$ cat config.mk
export PLATFORM = sky130hd
export DESIGN_NAME = fetch_unit
export DESIGN_NICKNAME = d
export VERILOG_FILES = /design/src/hw/fe_pkg.sv /design/src/hw/fe_buf.sv /design/src/hw/fe_fb_entry.sv /design/src/hw/fe_pf.sv /design/src/hw/fetch_unit.sv
export VERILOG_INCLUDE_DIRS = /design/src /design/src/include
export SDC_FILE = /design/constraint.sdc
export NUM_CORES = 1
export LEC_CHECK = 0
export ABC_AREA = 1
export BUFFER_PORTS_ARGS = -buffer_cell sky130_fd_sc_hd__buf_2
export CAP_MARGIN = 25
export CORE_AREA = 2 2 331 333
export CTS_CLUSTER_DIAMETER = 40
export DETAILED_ROUTE_END_ITERATION = 6
export DIE_AREA = 0 0 333 335
export GPL_ROUTABILITY_DRIVEN = 0
export PLACE_DENSITY_LB_ADDON = 0.1
export REMOVE_ABC_BUFFERS = 1
export SYNTH_ARGS = -nofsm -noshare
export SYNTH_HDL_FRONTEND = slang
export SYNTH_HIERARCHICAL = 1
export SYNTH_SLANG_ARGS = --single-unit
$ cat constraint.sdc
create_clock -name clk -period 5.6 [get_ports clk]
set_input_delay 0.56 -clock clk [delete_from_list [all_inputs] [get_ports clk]]
set_output_delay 0.56 -clock clk [all_outputs]
set_load 0.005 [all_outputs]
$ cat src/include/fe_cfg.svh
`ifndef FE_CFG_SVH
`define FE_CFG_SVH

// Byte address and instruction widths
`define FE_ADDR_BITS      16
`define FE_INSTR_BITS     32

// A line holds two instructions and is also the Wishbone data width
`define FE_LINE_BITS      64
`define FE_LINE_OFF_BITS  3

// Direct-mapped line store, set index sits just above the line offset
`define FE_FB_NUM_SETS    4
`define FE_FB_SET_BITS    2

// Miss entries
`define FE_FB_NUM_ENTS    4
`define FE_FB_ENT_BITS    2

// Front-end request tag
`define FE_TAG_BITS       4

`endif

$ cat src/hw/fe_pkg.sv
`include "fe_cfg.svh"

package fe_pkg;

    // Fetch request from the front end or the prefetcher
    typedef struct packed {
        logic                     valid;
        logic [`FE_TAG_BITS-1:0]  tag;
        logic [`FE_ADDR_BITS-1:0] addr;
    } t_fe_req;

    // Fetch response back to the front end
    typedef struct packed {
        logic                      valid;
        logic [`FE_TAG_BITS-1:0]   tag;
        logic [`FE_ADDR_BITS-1:0]  pc;
        logic [`FE_INSTR_BITS-1:0] instr;
    } t_fe_rsp;

    // What a miss entry keeps for its whole life
    typedef struct packed {
        t_fe_req req;
        logic    pf;
    } t_fb_static;

    // Wishbone classic master outputs
    typedef struct packed {
        logic                     cyc;
        logic                     stb;
        logic                     we;
        logic [`FE_ADDR_BITS-1:0] adr;
    } t_wb_req;

    // Wishbone classic slave outputs
    typedef struct packed {
        logic                     ack;
        logic [`FE_LINE_BITS-1:0] dat_i;
    } t_wb_rsp;

    // Miss entry life cycle
    typedef enum logic [1:0] {
        ENT_IDLE,
        ENT_REQ,
        ENT_WAIT,
        ENT_RSP
    } t_ent_state;

endpackage

$ cat src/hw/fe_buf.sv
`timescale 1ns/1ps
`include "fe_cfg.svh"

module fe_buf (
    input  logic            clk,
    input  logic            reset,
    input  fe_pkg::t_fe_req fe_req,
    output fe_pkg::t_fe_rsp fe_rsp,
    output logic            fe_ready,
    input  fe_pkg::t_fe_req pf_req,
    output logic            pf_taken,
    output fe_pkg::t_wb_req wb_req,
    input  fe_pkg::t_wb_rsp wb_rsp
);

    localparam int OFF_BITS = `FE_LINE_OFF_BITS;
    localparam int LA_BITS  = `FE_ADDR_BITS - OFF_BITS;
    localparam int NUM_SETS = `FE_FB_NUM_SETS;
    localparam int NUM_ENTS = `FE_FB_NUM_ENTS;
    localparam int ENT_BITS = `FE_FB_ENT_BITS;

    function automatic logic [LA_BITS-1:0] line_addr(logic [`FE_ADDR_BITS-1:0] addr);
        return addr[`FE_ADDR_BITS-1:OFF_BITS];
    endfunction

    function automatic logic [`FE_FB_SET_BITS-1:0] set_of(logic [`FE_ADDR_BITS-1:0] addr);
        return addr[OFF_BITS +: `FE_FB_SET_BITS];
    endfunction

    // Upper word for the odd instruction of a line
    function automatic logic [`FE_INSTR_BITS-1:0] pick_instr(
        logic [`FE_LINE_BITS-1:0] data,
        logic [`FE_ADDR_BITS-1:0] addr
    );
        return addr[OFF_BITS-1] ? data[`FE_LINE_BITS-1 -: `FE_INSTR_BITS]
                                : data[`FE_INSTR_BITS-1:0];
    endfunction

    // Line store
    logic [NUM_SETS-1:0]      store_valid;
    logic [LA_BITS-1:0]       store_addr [NUM_SETS];
    logic [`FE_LINE_BITS-1:0] store_data [NUM_SETS];

    // Miss entries
    logic [NUM_ENTS-1:0]      ent_push;
    logic [NUM_ENTS-1:0]      ent_grant;
    logic [NUM_ENTS-1:0]      ent_ack;
    logic [NUM_ENTS-1:0]      ent_deliver;
    logic [NUM_ENTS-1:0]      ent_idle;
    logic [NUM_ENTS-1:0]      ent_pf_match;
    fe_pkg::t_fb_static       ent_info  [NUM_ENTS];
    fe_pkg::t_ent_state       ent_state [NUM_ENTS];
    logic [`FE_LINE_BITS-1:0] ent_line  [NUM_ENTS];
    fe_pkg::t_fb_static       push_info;

    logic [`FE_FB_SET_BITS-1:0] req_set;
    logic [`FE_FB_SET_BITS-1:0] pf_set;
    logic [`FE_FB_SET_BITS-1:0] fill_set;
    logic                       hit;
    logic                       miss_push;
    logic                       pf_dup;
    logic                       pf_push;
    logic                       any_push;
    logic [ENT_BITS:0]          idle_cnt;
    logic [ENT_BITS-1:0]        free_idx;
    logic [ENT_BITS-1:0]        wait_idx;
    logic [ENT_BITS-1:0]        req_idx;
    logic [ENT_BITS-1:0]        rsp_idx;
    logic [ENT_BITS-1:0]        owner;
    logic                       has_wait;
    logic                       any_req;
    logic                       any_rsp;
    logic                       bus_active;
    logic                       ack_q;
    fe_pkg::t_fe_rsp            rsp_nxt;

    // Hit check against the direct-mapped store
    assign req_set   = set_of(fe_req.addr);
    assign hit       = fe_req.valid && store_valid[req_set]
                       && (store_addr[req_set] == line_addr(fe_req.addr));
    assign miss_push = fe_req.valid && !hit;

    // Entry scans where the lowest index wins each search
    always_comb begin
        idle_cnt = '0;
        free_idx = '0;
        wait_idx = '0;
        req_idx  = '0;
        rsp_idx  = '0;
        has_wait = 1'b0;
        any_req  = 1'b0;
        any_rsp  = 1'b0;
        for (int i = NUM_ENTS - 1; i >= 0; i--) begin
            ent_idle[i]     = (ent_state[i] == fe_pkg::ENT_IDLE);
            ent_pf_match[i] = !ent_idle[i]
                              && (line_addr(ent_info[i].req.addr) == line_addr(pf_req.addr));
            idle_cnt        = idle_cnt + (ENT_BITS + 1)'(ent_idle[i]);
            if (ent_idle[i]) begin
                free_idx = ENT_BITS'(i);
            end
            if (ent_state[i] == fe_pkg::ENT_WAIT) begin
                has_wait = 1'b1;
                wait_idx = ENT_BITS'(i);
            end
            if (ent_state[i] == fe_pkg::ENT_REQ) begin
                any_req = 1'b1;
                req_idx = ENT_BITS'(i);
            end
            if (ent_state[i] == fe_pkg::ENT_RSP) begin
                any_rsp = 1'b1;
                rsp_idx = ENT_BITS'(i);
            end
        end
    end

    // A duplicate prefetch is consumed without allocating
    assign pf_set   = set_of(pf_req.addr);
    assign pf_dup   = (|ent_pf_match) || (store_valid[pf_set]
                      && (store_addr[pf_set] == line_addr(pf_req.addr)));
    assign pf_push  = pf_req.valid && !miss_push && !pf_dup && (idle_cnt != 0);
    assign pf_taken = pf_req.valid && !miss_push && (pf_dup || pf_push);
    assign any_push = miss_push || pf_push;

    // An entry must still be free next cycle after this cycle's push
    assign fe_ready = (idle_cnt > 1) || ((idle_cnt == 1) && !any_push);

    always_comb begin
        push_info.req = miss_push ? fe_req : pf_req;
        push_info.pf  = !miss_push;
        ent_push      = '0;
        if (any_push) begin
            ent_push[free_idx] = 1'b1;
        end
    end

    for (genvar i = 0; i < NUM_ENTS; i++) begin : g_ent
        fe_fb_entry ent_i (
            .clk      (clk),
            .reset    (reset),
            .push     (ent_push[i]),
            .push_info(push_info),
            .info     (ent_info[i]),
            .state    (ent_state[i]),
            .grant    (ent_grant[i]),
            .ack      (ent_ack[i]),
            .ack_line (wb_rsp.dat_i),
            .line     (ent_line[i]),
            .deliver  (ent_deliver[i])
        );
    end

    // Wishbone owner is the waiting entry or else the lowest requester.
    // Bus stays idle for one cycle after each ack.
    assign owner      = has_wait ? wait_idx : req_idx;
    assign bus_active = has_wait || (any_req && !ack_q);
    assign fill_set   = set_of(ent_info[owner].req.addr);

    always_comb begin
        wb_req.cyc = bus_active;
        wb_req.stb = bus_active;
        wb_req.we  = 1'b0;
        wb_req.adr = {line_addr(ent_info[owner].req.addr), {OFF_BITS{1'b0}}};
        ent_grant  = '0;
        if (bus_active) begin
            ent_grant[owner] = 1'b1;
        end
        ent_ack = ent_grant & {NUM_ENTS{wb_rsp.ack}};
    end

    always_ff @(posedge clk) begin
        if (reset) begin
            ack_q       <= 1'b0;
            store_valid <= '0;
        end else begin
            ack_q <= bus_active && wb_rsp.ack;
            if (bus_active && wb_rsp.ack) begin
                store_valid[fill_set] <= 1'b1;
            end
        end
    end

    // Fill on ack for demand and prefetch alike
    always_ff @(posedge clk) begin
        if (bus_active && wb_rsp.ack) begin
            store_addr[fill_set] <= line_addr(ent_info[owner].req.addr);
            store_data[fill_set] <= wb_rsp.dat_i;
        end
    end

    // Response mux with hits before completed misses
    always_comb begin
        rsp_nxt     = '0;
        ent_deliver = '0;
        if (hit) begin
            rsp_nxt.valid = 1'b1;
            rsp_nxt.tag   = fe_req.tag;
            rsp_nxt.pc    = fe_req.addr;
            rsp_nxt.instr = pick_instr(store_data[req_set], fe_req.addr);
        end else if (any_rsp) begin
            rsp_nxt.valid        = 1'b1;
            rsp_nxt.tag          = ent_info[rsp_idx].req.tag;
            rsp_nxt.pc           = ent_info[rsp_idx].req.addr;
            rsp_nxt.instr        = pick_instr(ent_line[rsp_idx], ent_info[rsp_idx].req.addr);
            ent_deliver[rsp_idx] = 1'b1;
        end
    end

    always_ff @(posedge clk) begin
        if (reset) begin
            fe_rsp <= '0;
        end else begin
            fe_rsp <= rsp_nxt;
        end
    end

    // Cyc and stb both drop in the cycle after ack
    a_drop_after_ack: assert property (
        @(posedge clk) disable iff (reset)
        (wb_req.stb && wb_rsp.ack) |=> !(wb_req.cyc || wb_req.stb)
    );

    // Classic read holds until ack
    a_adr_stable: assert property (
        @(posedge clk) disable iff (reset)
        (wb_req.stb && !wb_rsp.ack) |=> (wb_req.stb && $stable(wb_req.adr))
    );

    a_ready_respected: assert property (
        @(posedge clk) disable iff (reset)
        !fe_ready |=> !fe_req.valid
    );

endmodule

$ cat src/hw/fe_fb_entry.sv
`timescale 1ns/1ps
`include "fe_cfg.svh"

module fe_fb_entry (
    input  logic                     clk,
    input  logic                     reset,
    input  logic                     push,
    input  fe_pkg::t_fb_static       push_info,
    output fe_pkg::t_fb_static       info,
    output fe_pkg::t_ent_state       state,
    input  logic                     grant,
    input  logic                     ack,
    input  logic [`FE_LINE_BITS-1:0] ack_line,
    output logic [`FE_LINE_BITS-1:0] line,
    input  logic                     deliver
);

    fe_pkg::t_ent_state done_state;

    // Prefetches only fill the store, so they skip the response step
    assign done_state = info.pf ? fe_pkg::ENT_IDLE : fe_pkg::ENT_RSP;

    always_ff @(posedge clk) begin
        if (reset) begin
            state <= fe_pkg::ENT_IDLE;
        end else begin
            case (state)
                fe_pkg::ENT_IDLE: begin
                    if (push) begin
                        state <= fe_pkg::ENT_REQ;
                    end
                end
                fe_pkg::ENT_REQ: begin
                    // Memory may ack in the very cycle the read is first driven
                    if (grant && ack) begin
                        state <= done_state;
                    end else if (grant) begin
                        state <= fe_pkg::ENT_WAIT;
                    end
                end
                fe_pkg::ENT_WAIT: begin
                    if (ack) begin
                        state <= done_state;
                    end
                end
                fe_pkg::ENT_RSP: begin
                    if (deliver) begin
                        state <= fe_pkg::ENT_IDLE;
                    end
                end
                default: begin
                    state <= fe_pkg::ENT_IDLE;
                end
            endcase
        end
    end

    // Request and returned line
    always_ff @(posedge clk) begin
        if (push) begin
            info <= push_info;
        end
        if (ack) begin
            line <= ack_line;
        end
    end

    // Allocation in fe_buf must only pick a free entry
    a_push_idle: assert property (
        @(posedge clk) disable iff (reset)
        push |-> state == fe_pkg::ENT_IDLE
    );

endmodule

$ cat src/hw/fe_pf.sv
`timescale 1ns/1ps
`include "fe_cfg.svh"

module fe_pf (
    input  logic            clk,
    input  logic            reset,
    input  fe_pkg::t_fe_req fe_req,
    output fe_pkg::t_fe_req pf_req,
    input  logic            pf_taken
);

    localparam int OFF_BITS = `FE_LINE_OFF_BITS;
    localparam int LA_BITS  = `FE_ADDR_BITS - OFF_BITS;

    logic [LA_BITS-1:0] next_line;
    logic [LA_BITS-1:0] pf_line;
    logic               pf_valid;
    logic               have_line;
    logic               is_repeat;

    // Line following the one the front end asked for
    assign next_line = fe_req.addr[`FE_ADDR_BITS-1:OFF_BITS] + LA_BITS'(1);

    // Same line as last proposed, nothing new to offer
    assign is_repeat = have_line && (next_line == pf_line);

    always_ff @(posedge clk) begin
        if (reset) begin
            pf_valid  <= 1'b0;
            have_line <= 1'b0;
        end else begin
            if (pf_taken) begin
                pf_valid <= 1'b0;
            end
            // A newer request replaces a candidate still waiting
            if (fe_req.valid && !is_repeat) begin
                pf_valid  <= 1'b1;
                have_line <= 1'b1;
            end
        end
    end

    // pf_line doubles as the last proposed line
    always_ff @(posedge clk) begin
        if (fe_req.valid && !is_repeat) begin
            pf_line <= next_line;
        end
    end

    always_comb begin
        pf_req.valid = pf_valid;
        pf_req.tag   = '0;
        pf_req.addr  = {pf_line, {OFF_BITS{1'b0}}};
    end

endmodule

$ cat src/hw/fetch_unit.sv
`timescale 1ns/1ps

module fetch_unit (
    input  logic            clk,
    input  logic            reset,
    input  fe_pkg::t_fe_req fe_req,
    output fe_pkg::t_fe_rsp fe_rsp,
    output logic            fe_ready,
    output fe_pkg::t_wb_req wb_req,
    input  fe_pkg::t_wb_rsp wb_rsp
);

    fe_pkg::t_fe_req pf_req;
    logic            pf_taken;

    fe_buf fe_buf_i (
        .clk     (clk),
        .reset   (reset),
        .fe_req  (fe_req),
        .fe_rsp  (fe_rsp),
        .fe_ready(fe_ready),
        .pf_req  (pf_req),
        .pf_taken(pf_taken),
        .wb_req  (wb_req),
        .wb_rsp  (wb_rsp)
    );

    // Next-line prefetch follows every front-end request
    fe_pf fe_pf_i (
        .clk     (clk),
        .reset   (reset),
        .fe_req  (fe_req),
        .pf_req  (pf_req),
        .pf_taken(pf_taken)
    );

endmodule

==> impl_metrics.yaml, run 1 <==
cells_and_area:
  final_cells: 4797
  drive_gt1_frac: 0.1641
  final_area_sq_um: 38970
  regArea_sq_um: 21210
  fillers: 10750
  layout.nets: 3369
  syn2layout_area_growth_pct: 21.41
  multi_input_area_sq_um: 9236
floorplan:
  dieArea_sq_um: 111600
  ios: 161
  start_util: 0.2970
  core-area_sq_um: 108100
  fp.dieH_um: 335
  fp.dieW_um: 333
  row_count: 121
timing:
  rsz0062_at_grt: "false"
  finalCritPeriodShare: 0.8122
  hold_violations: 0
  fmax_ghz: 0.2199
  finalWorstSetupSlack_ps: 1052
  finClkSkew_ps: 26.96
  slew_headroom: 0.2838
  whs_ps: 110.2
  finalMaxSlewViolations: 0
  min_period_ps: 4548
  setup_violations: 0
  fin_tns_setup_ps: 0
  worstMarginPinSlew_ps: 1074
worst_hold_path:
  hp-class: "in -> reg"
  min_to: "fe_buf_i/g_ent[1].ent_i/line[16]$_DFFE_PP_"
  worstHoldPathCells: 1
  hold_path.startpoint: "wb_rsp[16]"
clock_network:
  cts_resized: 0
  clkTransAtPathRegs_ps: 50
  cts_tree: "built"
  postCtsSetupRepairBufs: 0
  clock_sinks: 729
  clockBufferDepth: 3
  insertion_delay_ps: 720
  cts_root_buf: "clkbuf_16"
  h-tree-depth: 4
  numCtsBuffers: 130
  hold_buffers: 0
setup_path:
  crit_top_cell: "nand2_1"
  cp-start-kind: "flop"
  cpMaxStageDelayCell: "o221ai_1"
  worstPathMaxFanout: 13
  reg2reg_to: "fe_buf_i/store_addr[2][7]$_DFFE_PP_"
  crit_required_ps: 5040
  reg2reg_depth: 14
  ff2ff_setup_slack_ps: 1680
  cp-end-kind: "output port"
  r2r-start: "fe_buf_i/g_ent[1].ent_i/state[0]$_SDFFE_PP0P_"
  crit_chain: "inv_1, nand2_1, nand2_1, nor2_2, nand2_1, nand2_1, nand2_1, o221ai_1, buf_2"
  crit_type: "reg -> out"
  slowest_delay_ps: 1090
  arrival_ps: 3990
run_status:
  outcome: "finished clean"
global_route:
  antenna_found_initial: 14
  track_usage: 0.1921
  grt_pass1_vias: 23380
  gr-total-overflow: 0
  grt_max_degree: 105
  grt_pass1_wl_mm: 157.8
flow_run:
  drv_cap: 0
placement:
  post-place-cells: 4558
  postPlaceCellArea_sq_um: 34410
  dp_hpwl_mm: 65.60
  io_buffers: 156
  dp_slack_ps: 1451
routing:
  vias_per_cell: 4.904
  wire_per_inst_um: 22.34
  drtPass1Iterations: 5
  drc_errors: 0
  final_antenna_net_count: 0
  drtIter0Drc: 1795
  routed_wl_mm: 107.2
  via_count: 23530
power:
  ir_drop_mv: 0.2906
  p_per_area_nw_per_um2: 611.4
  power.leakage_nw: 15.14
synth:
  avgSynthCellArea_sq_um: 10.39
  yosysWarnings: 6
  synth_cells: 3090
  syn_area_sq_um: 32100
-- cell usage in the layout, fill, tap and decap left out, types with 21 or more instances in the layout --
master and n:
nor2_1 317, a21oi_1 23, inv_1 212, buf_2 154, edfxtp_1 661, o22ai_1 84
dfxtp_1 68, o21ai_0 220, nand4_1 22, nand3_1 225, or2_2 60, buf_4 42
o221ai_1 21, nand2_1 827, clkbuf_16 135
-- layer usage --
metal	vias to the layer above	track usage	part of all wire
li1	10970	-	-
met1	11680	0.2530	0.44
met2	676	0.3208	0.48
met3	188	0.03620	0.054
met4	12	0.05680	0.022
met5	-	0	0.00068
-- how the worst max path moves through the flow --
stage | slack, ps | endpoint | depth (start not counted) | from
after floorplan | 570 | fe_buf_i/g_ent[3].ent_i/state[0]$_SDFFE_PP0P_ | 13 | fe_buf_i/g_ent[3].ent_i/state[0]$_SDFFE_PP0P_
after global placement | 1350 | fe_buf_i/store_data[0][35]$_DFFE_PP_ | 9 | fe_buf_i/g_ent[3].ent_i/state[0]$_SDFFE_PP0P_
after detailed placement | 1450 | fe_buf_i/g_ent[2].ent_i/state[0]$_SDFFE_PP0P_ | 18 | fe_req[3]
after CTS | 1110 | wb_req[6] | 9 | fe_buf_i/g_ent[2].ent_i/state[0]$_SDFFE_PP0P_
after global routing | 900 | wb_req[6] | 9 | fe_buf_i/g_ent[0].ent_i/state[0]$_SDFFE_PP0P_
final | 1050 | wb_req[6] | 9 | fe_buf_i/g_ent[1].ent_i/state[0]$_SDFFE_PP0P_
-- state kept, by name, indices dropped and copies added (netlist names) --
signal	count
fe_pf_i/pf_valid	1
fe_pf_i/pf_line	13
fe_buf_i/ack_q	1
fe_buf_i/g_ent.ent_i/state	8
fe_buf_i/store_addr	52
fe_buf_i/g_ent.ent_i/line	256
fe_pf_i/have_line	1
fe_buf_i/store_data	256
fe_buf_i/fe_rsp	53
fe_buf_i/g_ent.ent_i/info	84
fe_buf_i/store_valid	4
-- where the power goes --
part | internal, mW | switching (mW) | leakage, nW
Clock | 5.35 | 2.78 | 2.19
Sequential | 8.61 | 0.594 | 6.60
Combinational | 1.65 | 4.84 | 6.35
-- final cells by class --
cell class,instances,share of cell area
sequential,729,0.5443
multi-input combinational,1981,0.2370
inverter,227,0.02251
clock inverter,72,0.02382
tap,1414,0.04540
clock buffer,166,0.09327
antenna,1,0.00006421
timing repair buffer,207,0.03368
-- metrics by stage --
| stage | power (mW) | util |
|---|---|---|
| after floorplan | 12.72 | - |
| after global placement | 15.81 | 0.3176 |
| after detailed placement | 15.90 | 0.3183 |
| after CTS | 24.14 | 0.3605 |
| after global routing | 25.12 | 0.3605 |
| final | 23.83 | 0.3605 |
-- worst max-delay path, delay by kind of cell (launching register included) --
| kind | cells | cell delay (ps) |
|---|---|---|
| buffers and inverters | 2 | 350 |
| AND/OR/NAND/NOR | 6 | 1310 |
| flip-flops | 1 | 500 |
| AO/OA/AOI/OAI | 1 | 1090 |
No activity file was read; power rests on OpenSTA's default activity.
==> run 2: changes to the inputs <==
clock period = 3.7 ns   (was 5.6 ns; I/O delays follow)
==> impl_metrics.yaml, run 2 (synthesis results as in run 1) <==
run_status:
  outcome: "finished clean"
global_route:
  grt_pass1_wl_mm: 160.3
  antenna_found_initial: 10
  grt_max_degree: 130
  gr-total-overflow: 0
  grt_pass1_vias: 24110
  track_usage: 0.1944
timing:
  setup_violations: 0
  finalCritPeriodShare: 0.9523
  fin_tns_setup_ps: 0
  hold_violations: 0
  finClkSkew_ps: 40.10
  slew_headroom: 0.2996
  rsz0062_at_grt: "false"
  min_period_ps: 3524
  finalMaxSlewViolations: 0
  fmax_ghz: 0.2838
  worstMarginPinSlew_ps: 1040
clock_network:
  clock_sinks: 729
  insertion_delay_ps: 720
  numCtsBuffers: 137
  clkTransAtPathRegs_ps: 50
  h-tree-depth: 4
  cts_root_buf: "clkbuf_16"
  clockBufferDepth: 3
  cts_tree: "built"
routing:
  wl_met3_mm: 5.865
  drtIter0Drc: 1786
  wl_met2_mm: 51.33
  routed_wl_mm: 109.0
  topRoutingLayerUsed: "met5"
  drc_errors: 0
  via_count: 24070
  vias_per_cell: 4.893
  drtPass1Iterations: 5
  final_antenna_net_count: 0
  met1_length_mm: 48.50
  wire_per_inst_um: 22.16
power:
  p_per_area_nw_per_um2: 915.8
  power.leakage_nw: 15.67
  fin_total_pwr_mw: 36.77
  ir_drop_mv: 0.4272
setup_path:
  r2r-start: "fe_buf_i/g_ent[3].ent_i/state[0]$_SDFFE_PP0P_"
  ff2ff_setup_slack_ps: 440
  crit_type: "reg -> out"
  worstPathMaxFanout: 12
  crit_required_ps: 3330
  reg2reg_to: "fe_buf_i/g_ent[3].ent_i/info[1]$_DFFE_PP_"
  cp-end-kind: "output port"
  cp-start-kind: "flop"
  arrival_ps: 3150
  reg2reg_depth: 13
worst_hold_path:
  worstHoldPathCells: 5
  hp-class: "in -> reg"
  min_to: "fe_buf_i/fe_rsp[48]$_SDFF_PP0_"
  hold_path.startpoint: "fe_req[16]"
flow_run:
  drv_cap: 0
cells_and_area:
  final_common_cell: "nand2_1"
  layout_common_cells: "nand2_1, edfxtp_1, nor2_1, nand3_1, o21ai_0"
  layout.nets: 3482
  regArea_sq_um: 21220
  fillers: 10780
  multi_input_area_sq_um: 9314
  largestRegisters: "fe_buf_i/g_ent.ent_i/line x256, fe_buf_i/store_data x256, fe_buf_i/g_ent.ent_i/info x84"
  syn2layout_area_growth_pct: 25.08
  drive_gt1_frac: 0.1742
floorplan:
  fp.dieH_um: 335
  fp.dieW_um: 333
  ios: 161
  dieArea_sq_um: 111600
  core-area_sq_um: 108100
  row_count: 121
  start_util: 0.2970
placement:
  io_buffers: 156
  dp_hpwl_mm: 64.89
-- run 2: changes by cell type in the layout (fill, tap and decap cells not counted), sizes merged --
| cell | change |
|---|---|
| buf | +36 |
| bufinv | -4 |
| dlygate4sd3 | +70 |
| clkinv | +16 |
| diode | +2 |
| clkbuf | +2 |
-- run 2: worst max path at each step --
stage | slack (ps) | from | endpoint | depth (start not counted)
after floorplan | -1330 | fe_buf_i/g_ent[3].ent_i/state[0]$_SDFFE_PP0P_ | fe_buf_i/g_ent[3].ent_i/state[0]$_SDFFE_PP0P_ | 13
after global placement | 350 | fe_buf_i/g_ent[0].ent_i/state[1]$_SDFFE_PP0P_ | fe_buf_i/g_ent[3].ent_i/info[11]$_DFFE_PP_ | 12
after detailed placement | 260 | fe_buf_i/g_ent[0].ent_i/state[1]$_SDFFE_PP0P_ | fe_buf_i/g_ent[3].ent_i/info[15]$_DFFE_PP_ | 12
after CTS | 10 | fe_buf_i/g_ent[2].ent_i/state[0]$_SDFFE_PP0P_ | wb_req[12] | 11
after global routing | 10 | fe_buf_i/g_ent[2].ent_i/state[0]$_SDFFE_PP0P_ | wb_req[13] | 12
final | 180 | fe_buf_i/g_ent[2].ent_i/state[0]$_SDFFE_PP0P_ | wb_req[13] | 12
-- run 2: routing by layer --
| metal | up-vias | global-route usage |
|---|---|---|
| met4 | 14 | 0.06653 |
| li1 | 11200 | - |
| met2 | 709 | 0.3229 |
| met1 | 11930 | 0.2530 |
| met5 | - | 0 |
| met3 | 225 | 0.03874 |
-- run 2: final cells by class --
type	count	share of cell area
flip-flops and latches	729	0.5285
diodes	3	0.0001870
multi-input cells	1981	0.2320
well taps	1414	0.04406
clock buffers	168	0.09112
inverters	227	0.02185
repair buffers	313	0.05962
clock inverters	84	0.02272
-- run 2: through the flow --
step | area [sq um] | hold slack, ps | util | setup slack (ps) | cells
finish | 40150 | 72.60 | 0.3714 | 176.4 | 4919
floorplan | 31240 | 432.4 | - | -1326 | 2937
detailed placement | 34780 | 471.8 | 0.3217 | 257.9 | 4593
global placement | 34780 | 475.2 | 0.3217 | 347.2 | 4593
CTS | 40100 | 12.81 | 0.3710 | 12.49 | 4915
global route | 40140 | 50.66 | 0.3714 | 10.14 | 4917
-- run 2: power breakdown --
part / internal (mW) / switching (mW) / leakage, nW
registers: 13.0 / 0.855 / 6.60
logic: 3.05 / 7.63 / 6.88
clock network: 7.91 / 4.33 / 2.20
-- run 2: timing repair --
action | in CTS | in global routing
endpoints found under the hold margin | 519 | 0
setup buffers | 0 | 1
hold buffers | 70 | 0
setup endpoints to repair | 9 | 11
gates resized for setup | 15 | 8
-- run 2: worst max-delay path, stage by stage, from the launching register on --
cell      delay [ps]
dfxtp_2          420
inv_1             80
nand2_1           80
nand2_1           70
nor2_2           170
nand2_1          220
nand2_4          190
nor2_1            70
buf_4            220
a22oi_1          290
o221ai_1         230
buf_4            220
buf_2            150
